**src/chiplet_rx_pkg.sv**
```systemverilog
`default_nettype none

package chiplet_rx_pkg;

    localparam int FLIT_WIDTH       = 32;
    localparam int PKT_LENGTH_WIDTH = 6;
    localparam int NUM_VC           = 4;
    localparam int META_WIDTH       = 7;    // id + req

    localparam logic [31:0] CRC_POLY = 32'hEDB88320;   // reflected crc-32
    localparam logic [31:0] CRC_INIT = 32'hFFFFFFFF;

    typedef struct packed {
        logic [3:0]                  format;
        logic [1:0]                  vc;
        logic [2:0]                  req;
        logic [3:0]                  id;
        logic [12:0]                 reserved;
        logic [PKT_LENGTH_WIDTH-1:0] length;   // body flits
    } hdr_fields_t;

    typedef union packed {
        hdr_fields_t           fields;
        logic [FLIT_WIDTH-1:0] raw;
    } hdr_flit_u;

    // header plus body, crc flit not counted
    function automatic logic [PKT_LENGTH_WIDTH:0] expected_num_flits(hdr_flit_u hdr);
        return {1'b0, hdr.fields.length} + 1'b1;
    endfunction

    // folds one byte, lsb first
    function automatic logic [31:0] crc_fold_byte(logic [31:0] crc, logic [7:0] data);
        logic [31:0] c;
        c = crc ^ {24'd0, data};
        for (int i = 0; i < 8; i++) begin
            if (c[0]) begin
                c = (c >> 1) ^ CRC_POLY;
            end else begin
                c = c >> 1;
            end
        end
        return c;
    endfunction

endpackage

`default_nettype wire
```
**src/rx_desc_fifo.sv**
```systemverilog
`timescale 1ns/1ns
`default_nettype none

module rx_desc_fifo
    import chiplet_rx_pkg::*;
#(
    parameter int DESC_DEPTH     = 4,
    parameter int BUF_ADDR_WIDTH = 9,
    localparam int DESC_WIDTH    = META_WIDTH + BUF_ADDR_WIDTH + PKT_LENGTH_WIDTH + 1
) (
    input  wire                       clk,
    input  wire                       n_rst,
    input  wire                       desc_push,
    input  wire  [META_WIDTH-1:0]     desc_meta,
    input  wire  [BUF_ADDR_WIDTH-1:0] desc_start,
    input  wire  [PKT_LENGTH_WIDTH:0] desc_words,
    input  wire                       desc_pop,
    output logic [DESC_WIDTH-1:0]     desc_data,
    output logic                      desc_empty,
    output logic                      desc_full
);

    localparam int PTR_WIDTH = (DESC_DEPTH > 1) ? $clog2(DESC_DEPTH) : 1;
    localparam int CNT_WIDTH = $clog2(DESC_DEPTH + 1);

    logic [DESC_WIDTH-1:0] mem [DESC_DEPTH];
    logic [PTR_WIDTH-1:0]  wr_ptr, rd_ptr;
    logic [CNT_WIDTH-1:0]  count;
    logic                  do_push, do_pop;

    function automatic logic [PTR_WIDTH-1:0] ptr_inc(logic [PTR_WIDTH-1:0] p);
        return (p == PTR_WIDTH'(DESC_DEPTH - 1)) ? '0 : p + 1'b1;
    endfunction

    assign desc_full  = (count == CNT_WIDTH'(DESC_DEPTH));
    assign desc_empty = (count == '0);
    assign do_push    = desc_push && !desc_full;
    assign do_pop     = desc_pop && !desc_empty;
    assign desc_data  = mem[rd_ptr];   // show-ahead

    always_ff @(posedge clk, negedge n_rst) begin
        if (!n_rst) begin
            wr_ptr <= '0;
            rd_ptr <= '0;
            count  <= '0;
        end else begin
            if (do_push) begin
                wr_ptr <= ptr_inc(wr_ptr);
            end
            if (do_pop) begin
                rd_ptr <= ptr_inc(rd_ptr);
            end
            if (do_push && !do_pop) begin
                count <= count + 1'b1;
            end else if (do_pop && !do_push) begin
                count <= count - 1'b1;
            end
        end
    end

    always_ff @(posedge clk) begin
        if (do_push) begin
            mem[wr_ptr] <= {desc_meta, desc_start, desc_words};
        end
    end

endmodule

`default_nettype wire

```
**config.mk**
```make
export PLATFORM = sky130hd
export DESIGN_NAME = rx_desc_fifo
export DESIGN_NICKNAME = d
export VERILOG_FILES = /design/src/chiplet_rx_pkg.sv /design/src/rx_desc_fifo.sv
export SDC_FILE = /design/constraint.sdc
export NUM_CORES = 1
export LEC_CHECK = 0
export ABC_CLOCK_PERIOD_IN_PS = 5800
export BUFFER_PORTS_ARGS = -buffer_cell sky130_fd_sc_hd__buf_4
export CAP_MARGIN = 20
export CORE_UTILIZATION = 40
export CTS_CLUSTER_DIAMETER = 150
export DETAILED_ROUTE_END_ITERATION = 10
export SYNTH_ARGS = -nofsm -noshare
export SYNTH_HDL_FRONTEND = slang
export SYNTH_SLANG_ARGS = --single-unit
```
**constraint.sdc**
```tcl
create_clock -name clk -period 5.8 [get_ports clk]
set_input_delay 1.16 -clock clk [delete_from_list [all_inputs] [get_ports clk]]
set_output_delay 1.16 -clock clk [all_outputs]
set_load 0.05 [all_outputs]
```
# Word level (Yosys, flattened, before mapping)
# Memories as Yosys holds them, arrays and structs flattened.
# Index checks and enable logic that the tools add are counted.
# W data, S select, Z words.
# word_totals
latchBits	0
elab_cells	27
mem_bits_ro	0
regBits	7
ramBits	92
output_inout_bits	25
n_memories	1
# mem_list
name	depth	width	read_ports	rd_ports_with_merged_regs	write_ports	line_no	text
mem	4	23	1	0	1	rx_desc_fifo.sv:26	logic [DESC_WIDTH-1:0] mem [DESC_DEPTH];
# classes
reduce_logical	10
n_eq_ne	3
div	0
mux	6
bitwise_logic	0
mul	0
magnitude_cmp	0
addsub	4
n_shift	0
# op_table
operator	count
$mux W3	2
$add A2 B1 Y2 const B	2
$eq A2 B2 Y1 const B	2
$logic_and A1 B1 Y1	4
$logic_not A1 Y1	4
$mux W2	2
$add A3 B1 Y3 const B	1
$eq A3 B3 Y1 const B	1
$logic_not A3 Y1	1
$sub A3 B1 Y3 const B	1
$mux W1	2
$reduce_bool A2 Y1	1

# Depth between registers and ports, before layout
# Gate-level depths: netlist of the first run.
# depth
word_depth	7
ltp_mapped	9

# Worst setup path before layout of the first run
# OpenSTA, ideal clock, no wires.
# synth_path
path_type	register to output
startpoint	reg count[0]
endpoint	out desc_empty
required_ns	4.640
t_arrival_ns	1.556
stages_incl_launch_ff	2
slack_ns	3.084
cell_sequence	dfrtp_1 -> nor3_1
# synth_via
elab_chain_cells	1
# synth_rtl
item	line_no	text
start, declared	rx_desc_fifo.sv:28	logic [CNT_WIDTH-1:0] count;
start signal, assigned	rx_desc_fifo.sv:54	count <= count + 1'b1;
start signal, assigned	rx_desc_fifo.sv:56	count <= count - 1'b1;
$logic_not A3 Y1	rx_desc_fifo.sv:36	assign desc_empty = (count == '0);
end, declared	rx_desc_fifo.sv:19	output logic desc_empty,
# Every way passes these cells.

# Worst setup path in the final report of the first run
# layout_path
startpoint	reg rd_ptr[0]
endpoint	out desc_data[17]
# layout_via
elab_chain_cells	1
# layout_rtl
item	line_no	text
start, declared	rx_desc_fifo.sv:27	logic [PTR_WIDTH-1:0] wr_ptr, rd_ptr;
start signal, assigned	rx_desc_fifo.sv:51	rd_ptr <= ptr_inc(rd_ptr);
$mem_v2 Z4 W23	--	
end, declared	rx_desc_fifo.sv:18	output logic [DESC_WIDTH-1:0] desc_data,
# Every way passes these cells.

==> summary.md, run 1 <==
| Metric | Value |
|---|---|
| PnR worst setup slack | `2.51 ns` |
| Layout cells sized above 1 | `44.4%` |
| DIE AREA | `0.00979 mm²` |
| Core area | `0.00915 mm²` |
| DRT Pass-1 Iters | `4` |
| Max-slew headroom | `43.1%` |
| Worst IR Drop VDD | `0.000244 V` |
| Starting Density | `41.1%` |
| Net Count, Synth | `192` |
| Routed length per instance | `17.8 µm` |
| Sequential area share after synthesis | `78.1%` |
| Post-route DRC | `0` |
| Gr ovfl total | `0` |
| Final total power | `2590 µW` |
| CTS Buffer Depth | `2` |
| CP Capture Type | `output port` |
| Final Max Tran Viols | `0` |
| Crit path DAT | `2.13 ns` |
| Nets | `252` |
| Antenna violations before repair | `0` |
| Postcts setup bufs | `0` |
| Worst r2r src | `count[2]` |
| Worst Reg-to-Reg Cells | `4` |
| Row count | `35` |
| Synth area leaders | `edfxtp_1, mux4_2, dfrtp_1` |
| Post-Synthesis Cells | `158` |
| Root buffer cell | `clkbuf_8` |
| Design Area, Final | `0.00452 mm²` |
| Dpl cell area | `0.00428 mm²` |
| Routed WL | `5.94 mm` |
| Total CTS buffers | `9` |
| Critical R2R Capture | `mem[3][10]` |
| Slowest CP cell | `dfrtp_2` |
| Setup violations, final | `0` |
| Top cell type by total area after synthesis | `edfxtp_1` |
| Buffers on Ports | `51` |
| Die W | `99.0 µm` |
| Routed Antenna Nets | `0` |
| RD Place Congestion | `0.621` |
| Area growth syn-to-layout | `20.3%` |
| Synth warnings | `0` |
| Post-synth cell types | `20` |
| Setup crit start kind | `flop` |
| Layout Cells excl Fill | `334` |
| R2r setup slk | `3.60 ns` |
| Worst skew pair latency | `0.36 ns` |
| Maximum clock rate | `0.304 GHz` |
| CP peak stage delay | `0.94 ns` |
| Share of the synthesized area in the top cell type | `73.5%` |
| Status | `finished clean` |
| Via Count | `1,662` |
| Total track usage | `13.5%` |
| Vias in the first global route | `1,742` |
| N_diodes | `0` |
| Mapped cell area | `0.00376 mm²` |
| Post-cts resize count | `0` |
| WHS Endpoint | `count[2]` |
| Asr flop ratio synth | `7.07%` |
| Wire length of the first global-routing pass | `9.40 mm` |
| Post-layout min period | `3.29 ns` |
| CTS tree | `built` |
| Count leader, synth | `edfxtp_1` |
| Vias per inst | `4.98` |
| Tightest Hold Check Type | `reg2reg` |
| CTS Hold Buffers Added | `0` |
| Kind of critical path | `reg2out` |
| Unrepaired setup endpoints after global routing | `false` |
| Most common flop cell mapped by yosys | `edfxtp_1` |
| Reg area | `0.00294 mm²` |
| Actual slew at the worst max-slew pin | `0.854 ns` |
| Pre-CTS WS | `2.83 ns` |
| Crit-path max FO | `26` |
| Setup TNS | `0 ns` |
| P_leak | `0.00159 µW` |
| Synth top cells by count | `edfxtp_1, mux4_2, dfrtp_1, ha_1` |
| Die Span Y | `99.0 µm` |
| Detailed-placement wirelength estimate | `3.59 mm` |
| FF+latch count, synth | `99` |
| PD cells | `573 mW/mm²` |
| Final Hold Fails | `0` |
| Dpl cells | `317` |
| Clock-pin slew on the worst setup and hold paths | `0.09 ns` |
| Min-delay src | `count[2]` |
| Required time worst endpoint | `4.64 ns` |
| Post-synth EDFFs | `92` |
| Clock sinks | `99` |
| Worst Hold Depth | `1` |
| H-tree lvl count | `3` |
| Worst Clk Skew | `0.00796 ns` |
| Largest net degree at the start of global routing | `27` |
| Initial DRC count | `41` |
| Worst-path cell chain | `mux4_2, buf_4` |
| Fin crit share | `56.7%` |
| Multi-input gate area | `773 µm²` |
| FILL cells | `744` |
| Max Cap Violations | `0` |
| Mean post-synth cell area | `23.8 µm²` |
| Ports | `52` |
==> metal layers <==
metal	wire, µm	vias to the layer above	GRT usage [%]
met5	0	-	0
met4	55	0	4.48
met3	451	7	6.45
met2	2760	46	20.2
met1	2680	845	17.4
li1	-	764	-
==> flip-flops by register name, summed over array words and instances (netlist names) <==
register and cells:
mem 92, wr_ptr 2, count 3, rd_ptr 2
==> layout by cell type (no fill, tap or decap) <==
cell type,n
nor3b_2,1
clkinvlp_4,1
and2_1,4
clkbuf_8,9
mux2_4,2
inv_1,3
xnor2_1,1
xor2_1,2
edfxtp_1,92
dfrtp_2,1
buf_8,1
buf_4,55
clkinv_1,1
mux2_2,2
dfrtp_1,6
fa_1,1
a21o_1,1
mux4_2,23
bufinv_16,3
nor2b_1,1
o31ai_2,1
nor3_1,2
nor2_1,2
ha_1,6
clkbuf_1,2
==> where the power goes <==
part	switching, µW	internal (µW)	leakage (µW)
Clock	216	285	0.000111
Combinational	628	396	0.000553
Sequential	119	947	0.000924
Total	963	1630	0.00159
==> final cells by class <==
class	instances	area share [%]
clock buffers	11	2.90
clock inverters	5	2.24
inverters	3	0.249
multi-input cells	49	17.1
flip-flops and latches	99	65.0
well taps	111	3.07
repair buffers	56	9.46
==> critical path: cells and delay by family, from the launching register on <==
family	cells	cell delay, ns
buf+inv	1	0.21
mux	1	0.62
flops	1	0.94
==> logic make-up after synthesis <==
logic type / Yosys count / share of synthesized area, %
xor+xnor: 3 / 0.699
flops: 99 / 78.1
buf+inv: 10 / 1.33
simple gates: 10 / 1.63
compound gates: 2 / 0.532
mux: 27 / 15.2
fa+ha+maj: 7 / 2.53
==> through the flow <==
step / hold slack (ns) / util (%)
finish: 0.535 / 49.4
global placement: 0.516 / 46.7
CTS: 0.537 / 49.3
detailed placement: 0.527 / 46.7
floorplan: 0.493 / -
global route: 0.558 / 49.4
==> worst max path at each step <==
stage          startpoint             to  slack [ns]
2_1_floorplan    count[0]     desc_empty        3.08
3_5_place_dp    rd_ptr[0]   desc_data[2]        2.83
6_report        rd_ptr[0]  desc_data[17]        2.51
3_3_place_gp    rd_ptr[0]   desc_data[0]        2.83
4_1_cts         rd_ptr[0]   desc_data[2]        2.42
5_1_grt         rd_ptr[0]   desc_data[0]        2.33
No activity file was read; power rests on OpenSTA's default activity.
==> run 2: changes to the inputs <==
ABC_CLOCK_PERIOD_IN_PS = 3400   (was 5800)
clock period = 3.4 ns   (was 5.8 ns; I/O delays follow)
==> run 2 against run 1 <==
- worst hold slack worse by 0.40 ns
- register-to-register slack worse by 2.4 ns
- global-route usage up 0.11 points
- critical endpoint is now desc_data[16]
- largest cell class unchanged
- non-clock buffer count up 1
==> summary.md, run 2 (synthesis gave the netlist of run 1 again) <==
| Metric | Value |
|---|---|
| Area growth syn-to-layout | `19.5%` |
| CP Buf/Inv Count | `2` |
| CP startpoint | `rd_ptr[0]` |
| Delay-heaviest family, CP | `buffers and inverters` |
| Status | `finished clean` |
| Largest net degree at the start of global routing | `24` |
| Post-route DRC | `0` |
| DRT Pass-1 Iters | `4` |
| Actual slew at the worst max-slew pin | `0.498 ns` |
| Worst-path cell chain | `buf_4, mux4_2, buf_4` |
| Total track usage | `13.6%` |
| Post-cts resize count | `0` |
| Crit path capture | `desc_data[16]` |
| N_diodes | `0` |
| RD Place Congestion | `0.610` |
| Final Max Tran Viols | `0` |
| Core area | `0.00915 mm²` |
| Worst skew pair latency | `0.35 ns` |
| Vias per inst | `5.05` |
| Kind of critical path | `reg2out` |
| Worst r2r src | `count[2]` |
| PD cells | `964 mW/mm²` |
| Most frequent cells in the layout | `edfxtp_1, buf_4, mux4_2` |
| Hold_ws | `0.130 ns` |
| Routed length per instance | `18.2 µm` |
| Setup violations, final | `0` |
| Total CTS buffers | `9` |
| Detailed-placement wirelength estimate | `3.76 mm` |
| Nets | `253` |
| H-tree lvl count | `3` |
| Antenna violations before repair | `0` |
| FILL cells | `747` |
| Die Span Y | `99.0 µm` |
| Maximum clock rate | `0.369 GHz` |
| Gr ovfl total | `0` |
| Layout cells sized above 1 | `45.5%` |
| Largest registers | `mem (92), count (3)` |
| P_leak | `0.00158 µW` |
| Postcts setup bufs | `0` |
| Clock-pin slew on the worst setup and hold paths | `0.08 ns` |
| Die W | `99.0 µm` |
| DIE AREA | `0.00979 mm²` |
| Commonest non-fill, non-tap cell in the layout | `edfxtp_1` |
| CTS Buffer Depth | `2` |
| Critical R2R Capture | `count[2]` |
| Setup TNS | `0 ns` |
| Required time worst endpoint | `2.72 ns` |
| Max-slew headroom | `66.7%` |
| Comb power frac | `42.1%` |
| Worst Clk Skew | `0.0115 ns` |
| Row count | `35` |
| CP peak stage delay | `0.58 ns` |
| CP Capture Type | `output port` |
| CTS Hold Buffers Added | `0` |
| Crit path DAT | `2.03 ns` |
| Initial DRC count | `58` |
| R2r setup slk | `1.19 ns` |
| Max Cap Violations | `0` |
| Sw Pwr | `1660 µW` |
| Levels on crit path | `3` |
| Switching fraction of total power | `38.3%` |
| Unrepaired setup endpoints after global routing | `false` |
| Design Area, Final | `0.00450 mm²` |
| Root buffer cell | `clkbuf_8` |
| Ports | `52` |
| Register with the most flip-flops | `mem` |
| P_int | `2670 µW` |
| Worst Reg-to-Reg Cells | `8` |
| Power share of the clock group | `17.5%` |
| Dpl cell area | `0.00429 mm²` |
| Clock sinks | `99` |
| Slowest CP cell | `mux4_2` |
| Vias in the first global route | `1,793` |
| Via Count | `1,692` |
| Tightest Hold Check Type | `in2async` |
| Starting Density | `41.1%` |
| Buffers on Ports | `51` |
| Routed WL | `6.09 mm` |
| Final Hold Fails | `0` |
| Cell mode on critical path | `buf_4` |
| Worst IR Drop VDD | `0.000422 V` |
| Fin crit share | `79.6%` |
| CTS tree | `built` |
| Wire length of the first global-routing pass | `9.63 mm` |
| Largest register FFs | `92` |
| Post-layout min period | `2.71 ns` |
| Routed Antenna Nets | `0` |
| Crit-path max FO | `19` |
| Reg power frac | `40.4%` |
| Setup crit start kind | `flop` |
run 2: changes by cell type in the layout (fill, tap and decap cells not counted):
cell,change
buf_4,+2
buf_8,-1
clkinvlp_4,+1
clkbuf_1,-1
clkbuf_8,+2
clkinv_1,-1
clkinv_2,+1
bufinv_16,-2
run 2: how the worst min path moves through the flow:
stage | startpoint | endpoint | slack, ns | cells past startpoint
after floorplan | n_rst | count[0] | 0.38 | 0
after global placement | n_rst | wr_ptr[1] | 0.50 | 1
after detailed placement | n_rst | wr_ptr[1] | 0.50 | 1
after CTS | n_rst | count[0] | 0.11 | 1
after global routing | n_rst | wr_ptr[0] | 0.11 | 1
final | n_rst | count[0] | 0.13 | 1
run 2: stage by stage:
step	power [µW]	worst slack, ns	std cells	util, %
6_report	4330	0.692	335	49.1
5_1_grt	4540	0.538	335	49.1
4_1_cts	4390	0.612	335	49.1
3_5_place_dp	3640	1.00	319	46.9
3_3_place_gp	3620	1.02	319	46.9
2_1_floorplan	3120	0.917	158	-
run 2: power by group through the flow:
stage               logic [µW]  registers, µW  clock network (µW)
floorplan                 1400           1710                   0
global placement          1850           1770                   0
detailed placement        1860           1780                   0
CTS                       1860           1760                 778
global route              1930           1780                 829
finish                    1820           1750                 757
run 2: cell type report:
type,count,area (µm²),area share [%]
multi-input combinational,49,773,17.2
clock inverter,4,50.0,1.11
tap,111,139,3.09
inverter,3,11.3,0.250
timing repair buffer,57,428,9.52
clock buffer,12,155,3.45
sequential,99,2940,65.4
run 2: layer usage:
layer	wire (µm)	vias to the layer above	part of all wire (%)	track usage, %
met5	0	-	0	0
met4	24	0	0.39	4.48
met3	348	2	5.7	4.82
met2	2980	43	49	21.0
met1	2730	880	45	18.1
li1	-	767	-	-
==> run 3: changes to the inputs <==
ABC_CLOCK_PERIOD_IN_PS = 2600   (was 3400)
clock period = 2.6 ns   (was 3.4 ns; I/O delays follow)
==> run 3 against run 2 <==
- critical path type unchanged
- flip-flop and latch count unchanged
- count of clock-buffer cells in the layout down 1
- via count down 0.41%
- final cell count up 1.2%
- core utilization up 0.56 points
- die area unchanged
- register-to-register slack worse by 0.68 ns
==> summary.md, run 3 (synthesis gave the netlist of run 1 again) <==
| Metric | Value |
|---|---|
| Final Hold Fails | `0` |
| Routed WL | `5.95 mm` |
| Die W | `99.0 µm` |
| Post-layout min period | `2.34 ns` |
| Status | `finished clean` |
| PD cells | `1250 mW/mm²` |
| Clock-pin slew on the worst setup and hold paths | `0.09 ns` |
| Total CTS buffers | `9` |
| Post-cts resize count | `0` |
| Row count | `35` |
| RD Place Congestion | `0.637` |
| Largest registers | `mem (92), count (3)` |
| CP peak stage delay | `0.65 ns` |
| CP Buf/Inv Count | `2` |
| Busiest grt layer | `met2` |
| Area growth syn-to-layout | `20.9%` |
| Crit path DAT | `1.82 ns` |
| Buffers on Ports | `51` |
| Clock sinks | `99` |
| Crit-path max FO | `11` |
| CTS Buffer Depth | `2` |
| Detailed-placement wirelength estimate | `3.78 mm` |
| Max Cap Violations | `0` |
| Final Max Tran Viols | `0` |
| Maximum clock rate | `0.427 GHz` |
| Power share of the clock group | `16.5%` |
| Post-route DRC | `0` |
| CP Capture Type | `output port` |
| Worst skew pair latency | `0.35 ns` |
| Setup crit start kind | `flop` |
| Delay-heaviest family, CP | `flip-flops` |
| Slowest CP cell | `dfrtp_1` |
| Actual slew at the worst max-slew pin | `0.485 ns` |
| R2r setup slk | `0.51 ns` |
| Reg power frac | `40.4%` |
| Hold_ws | `0.365 ns` |
| Nets | `257` |
| Initial DRC count | `57` |
| N_diodes | `0` |
| Worst-path cell chain | `buf_4, mux4_2, buf_4` |
| Commonest non-fill, non-tap cell in the layout | `edfxtp_1` |
| Unrepaired setup endpoints after global routing | `false` |
| Via Count | `1,685` |
| Layout cells sized above 1 | `45.6%` |
| Postcts setup bufs | `0` |
| Routed Antenna Nets | `0` |
| Largest register FFs | `92` |
| Routed length per instance | `17.6 µm` |
| Antenna violations before repair | `0` |
| CTS Hold Buffers Added | `1` |
| Wire length of the first global-routing pass | `9.74 mm` |
| Fin crit share | `90.0%` |
| Switching fraction of total power | `38.2%` |
| Gr ovfl total | `0` |
| Starting Density | `41.1%` |
| Core area | `0.00915 mm²` |
| Cell mode on critical path | `buf_4` |
| Sw Pwr | `2160 µW` |
| Required time worst endpoint | `2.08 ns` |
| Setup violations, final | `0` |
| Root buffer cell | `clkbuf_8` |
| P_int | `3500 µW` |
| Max-slew headroom | `67.7%` |
| CTS tree | `built` |
| Ports | `52` |
| Most frequent cells in the layout | `edfxtp_1, buf_4, mux4_2` |
| Worst Clk Skew | `0.0144 ns` |
| P_leak | `0.00160 µW` |
| Register with the most flip-flops | `mem` |
| DRT Pass-1 Iters | `4` |
| Vias per inst | `4.97` |
| Setup TNS | `0 ns` |
| DIE AREA | `0.00979 mm²` |
| Comb power frac | `43.2%` |
| H-tree lvl count | `3` |
| Worst IR Drop VDD | `0.000441 V` |
| Met1 Use GR | `18.3%` |
| Vias in the first global route | `1,797` |
| Die Span Y | `99.0 µm` |
| Total track usage | `13.8%` |
| Tightest Hold Check Type | `in2reg` |
| M3 GR Usage | `4.40%` |
| FILL cells | `743` |
| Kind of critical path | `reg2out` |
| Met2 usage | `21.0%` |
| Largest net degree at the start of global routing | `22` |
## run 3: changes by cell type in the layout (fill, tap and decap cells not counted)
cell	before	now
dlygate4sd3_1	0	1
clkbuf_8	11	9
clkbuf_1	1	2
clkinv_2	1	2
buf_12	0	3
## run 3: power groups by stage
stage / logic [µW] / registers, µW / clock network, µW
after global placement: 2480 / 2320 / 0
final: 2450 / 2290 / 932
after global routing: 2610 / 2340 / 1040
after detailed placement: 2490 / 2330 / 0
after CTS: 2490 / 2300 / 970
after floorplan: 1830 / 2240 / 0
## run 3: layout make-up
class / instances / area, µm² / share of cell area [%]
multi-input combinational: 49 / 773 / 17.0
tap: 111 / 139 / 3.05
clock buffer: 11 / 131 / 2.89
clock inverter: 5 / 55.1 / 1.21
sequential: 99 / 2940 / 64.6
timing repair buffer: 61 / 498 / 11.0
inverter: 3 / 11.3 / 0.248
## run 3: metrics by stage
stage                     cells  utilization (%)  setup slack (ns)  instance area, µm²  total power, µW
after floorplan             158                -             0.117                3760             4080
after CTS                   339             49.7             0.207                4550             5760
after detailed placement    322             47.5             0.515                4350             4820
after global routing        339             49.7             0.152                4550             5980
final                       339             49.7             0.259                4550             5670
after global placement      322             47.5             0.553                4350             4800
## run 3: path summary, 6_finish.rpt
| check | from | to | cells past startpoint |
|---|---|---|---|
| worst min-delay path | desc_words[4] | mem[0][4] | 1 |
| worst max register to register | count[0] | count[2] | 7 |
| worst min register to register | count[2] | count[2] | 1 |
| worst max-delay path | rd_ptr[1] | desc_data[16] | 3 |
| min in group asynchronous | n_rst | count[0] | 2 |
| max in group asynchronous | n_rst | rd_ptr[0] | 2 |
## run 3: metal layers
metal  up-vias  part of all wire [%]  wire [µm]
met5         -                     0          0
met4         0                   1.4         83
met3         8                   5.4        321
met2        44                    48       2860
met1       861                    45       2690
li1        772                     -          -
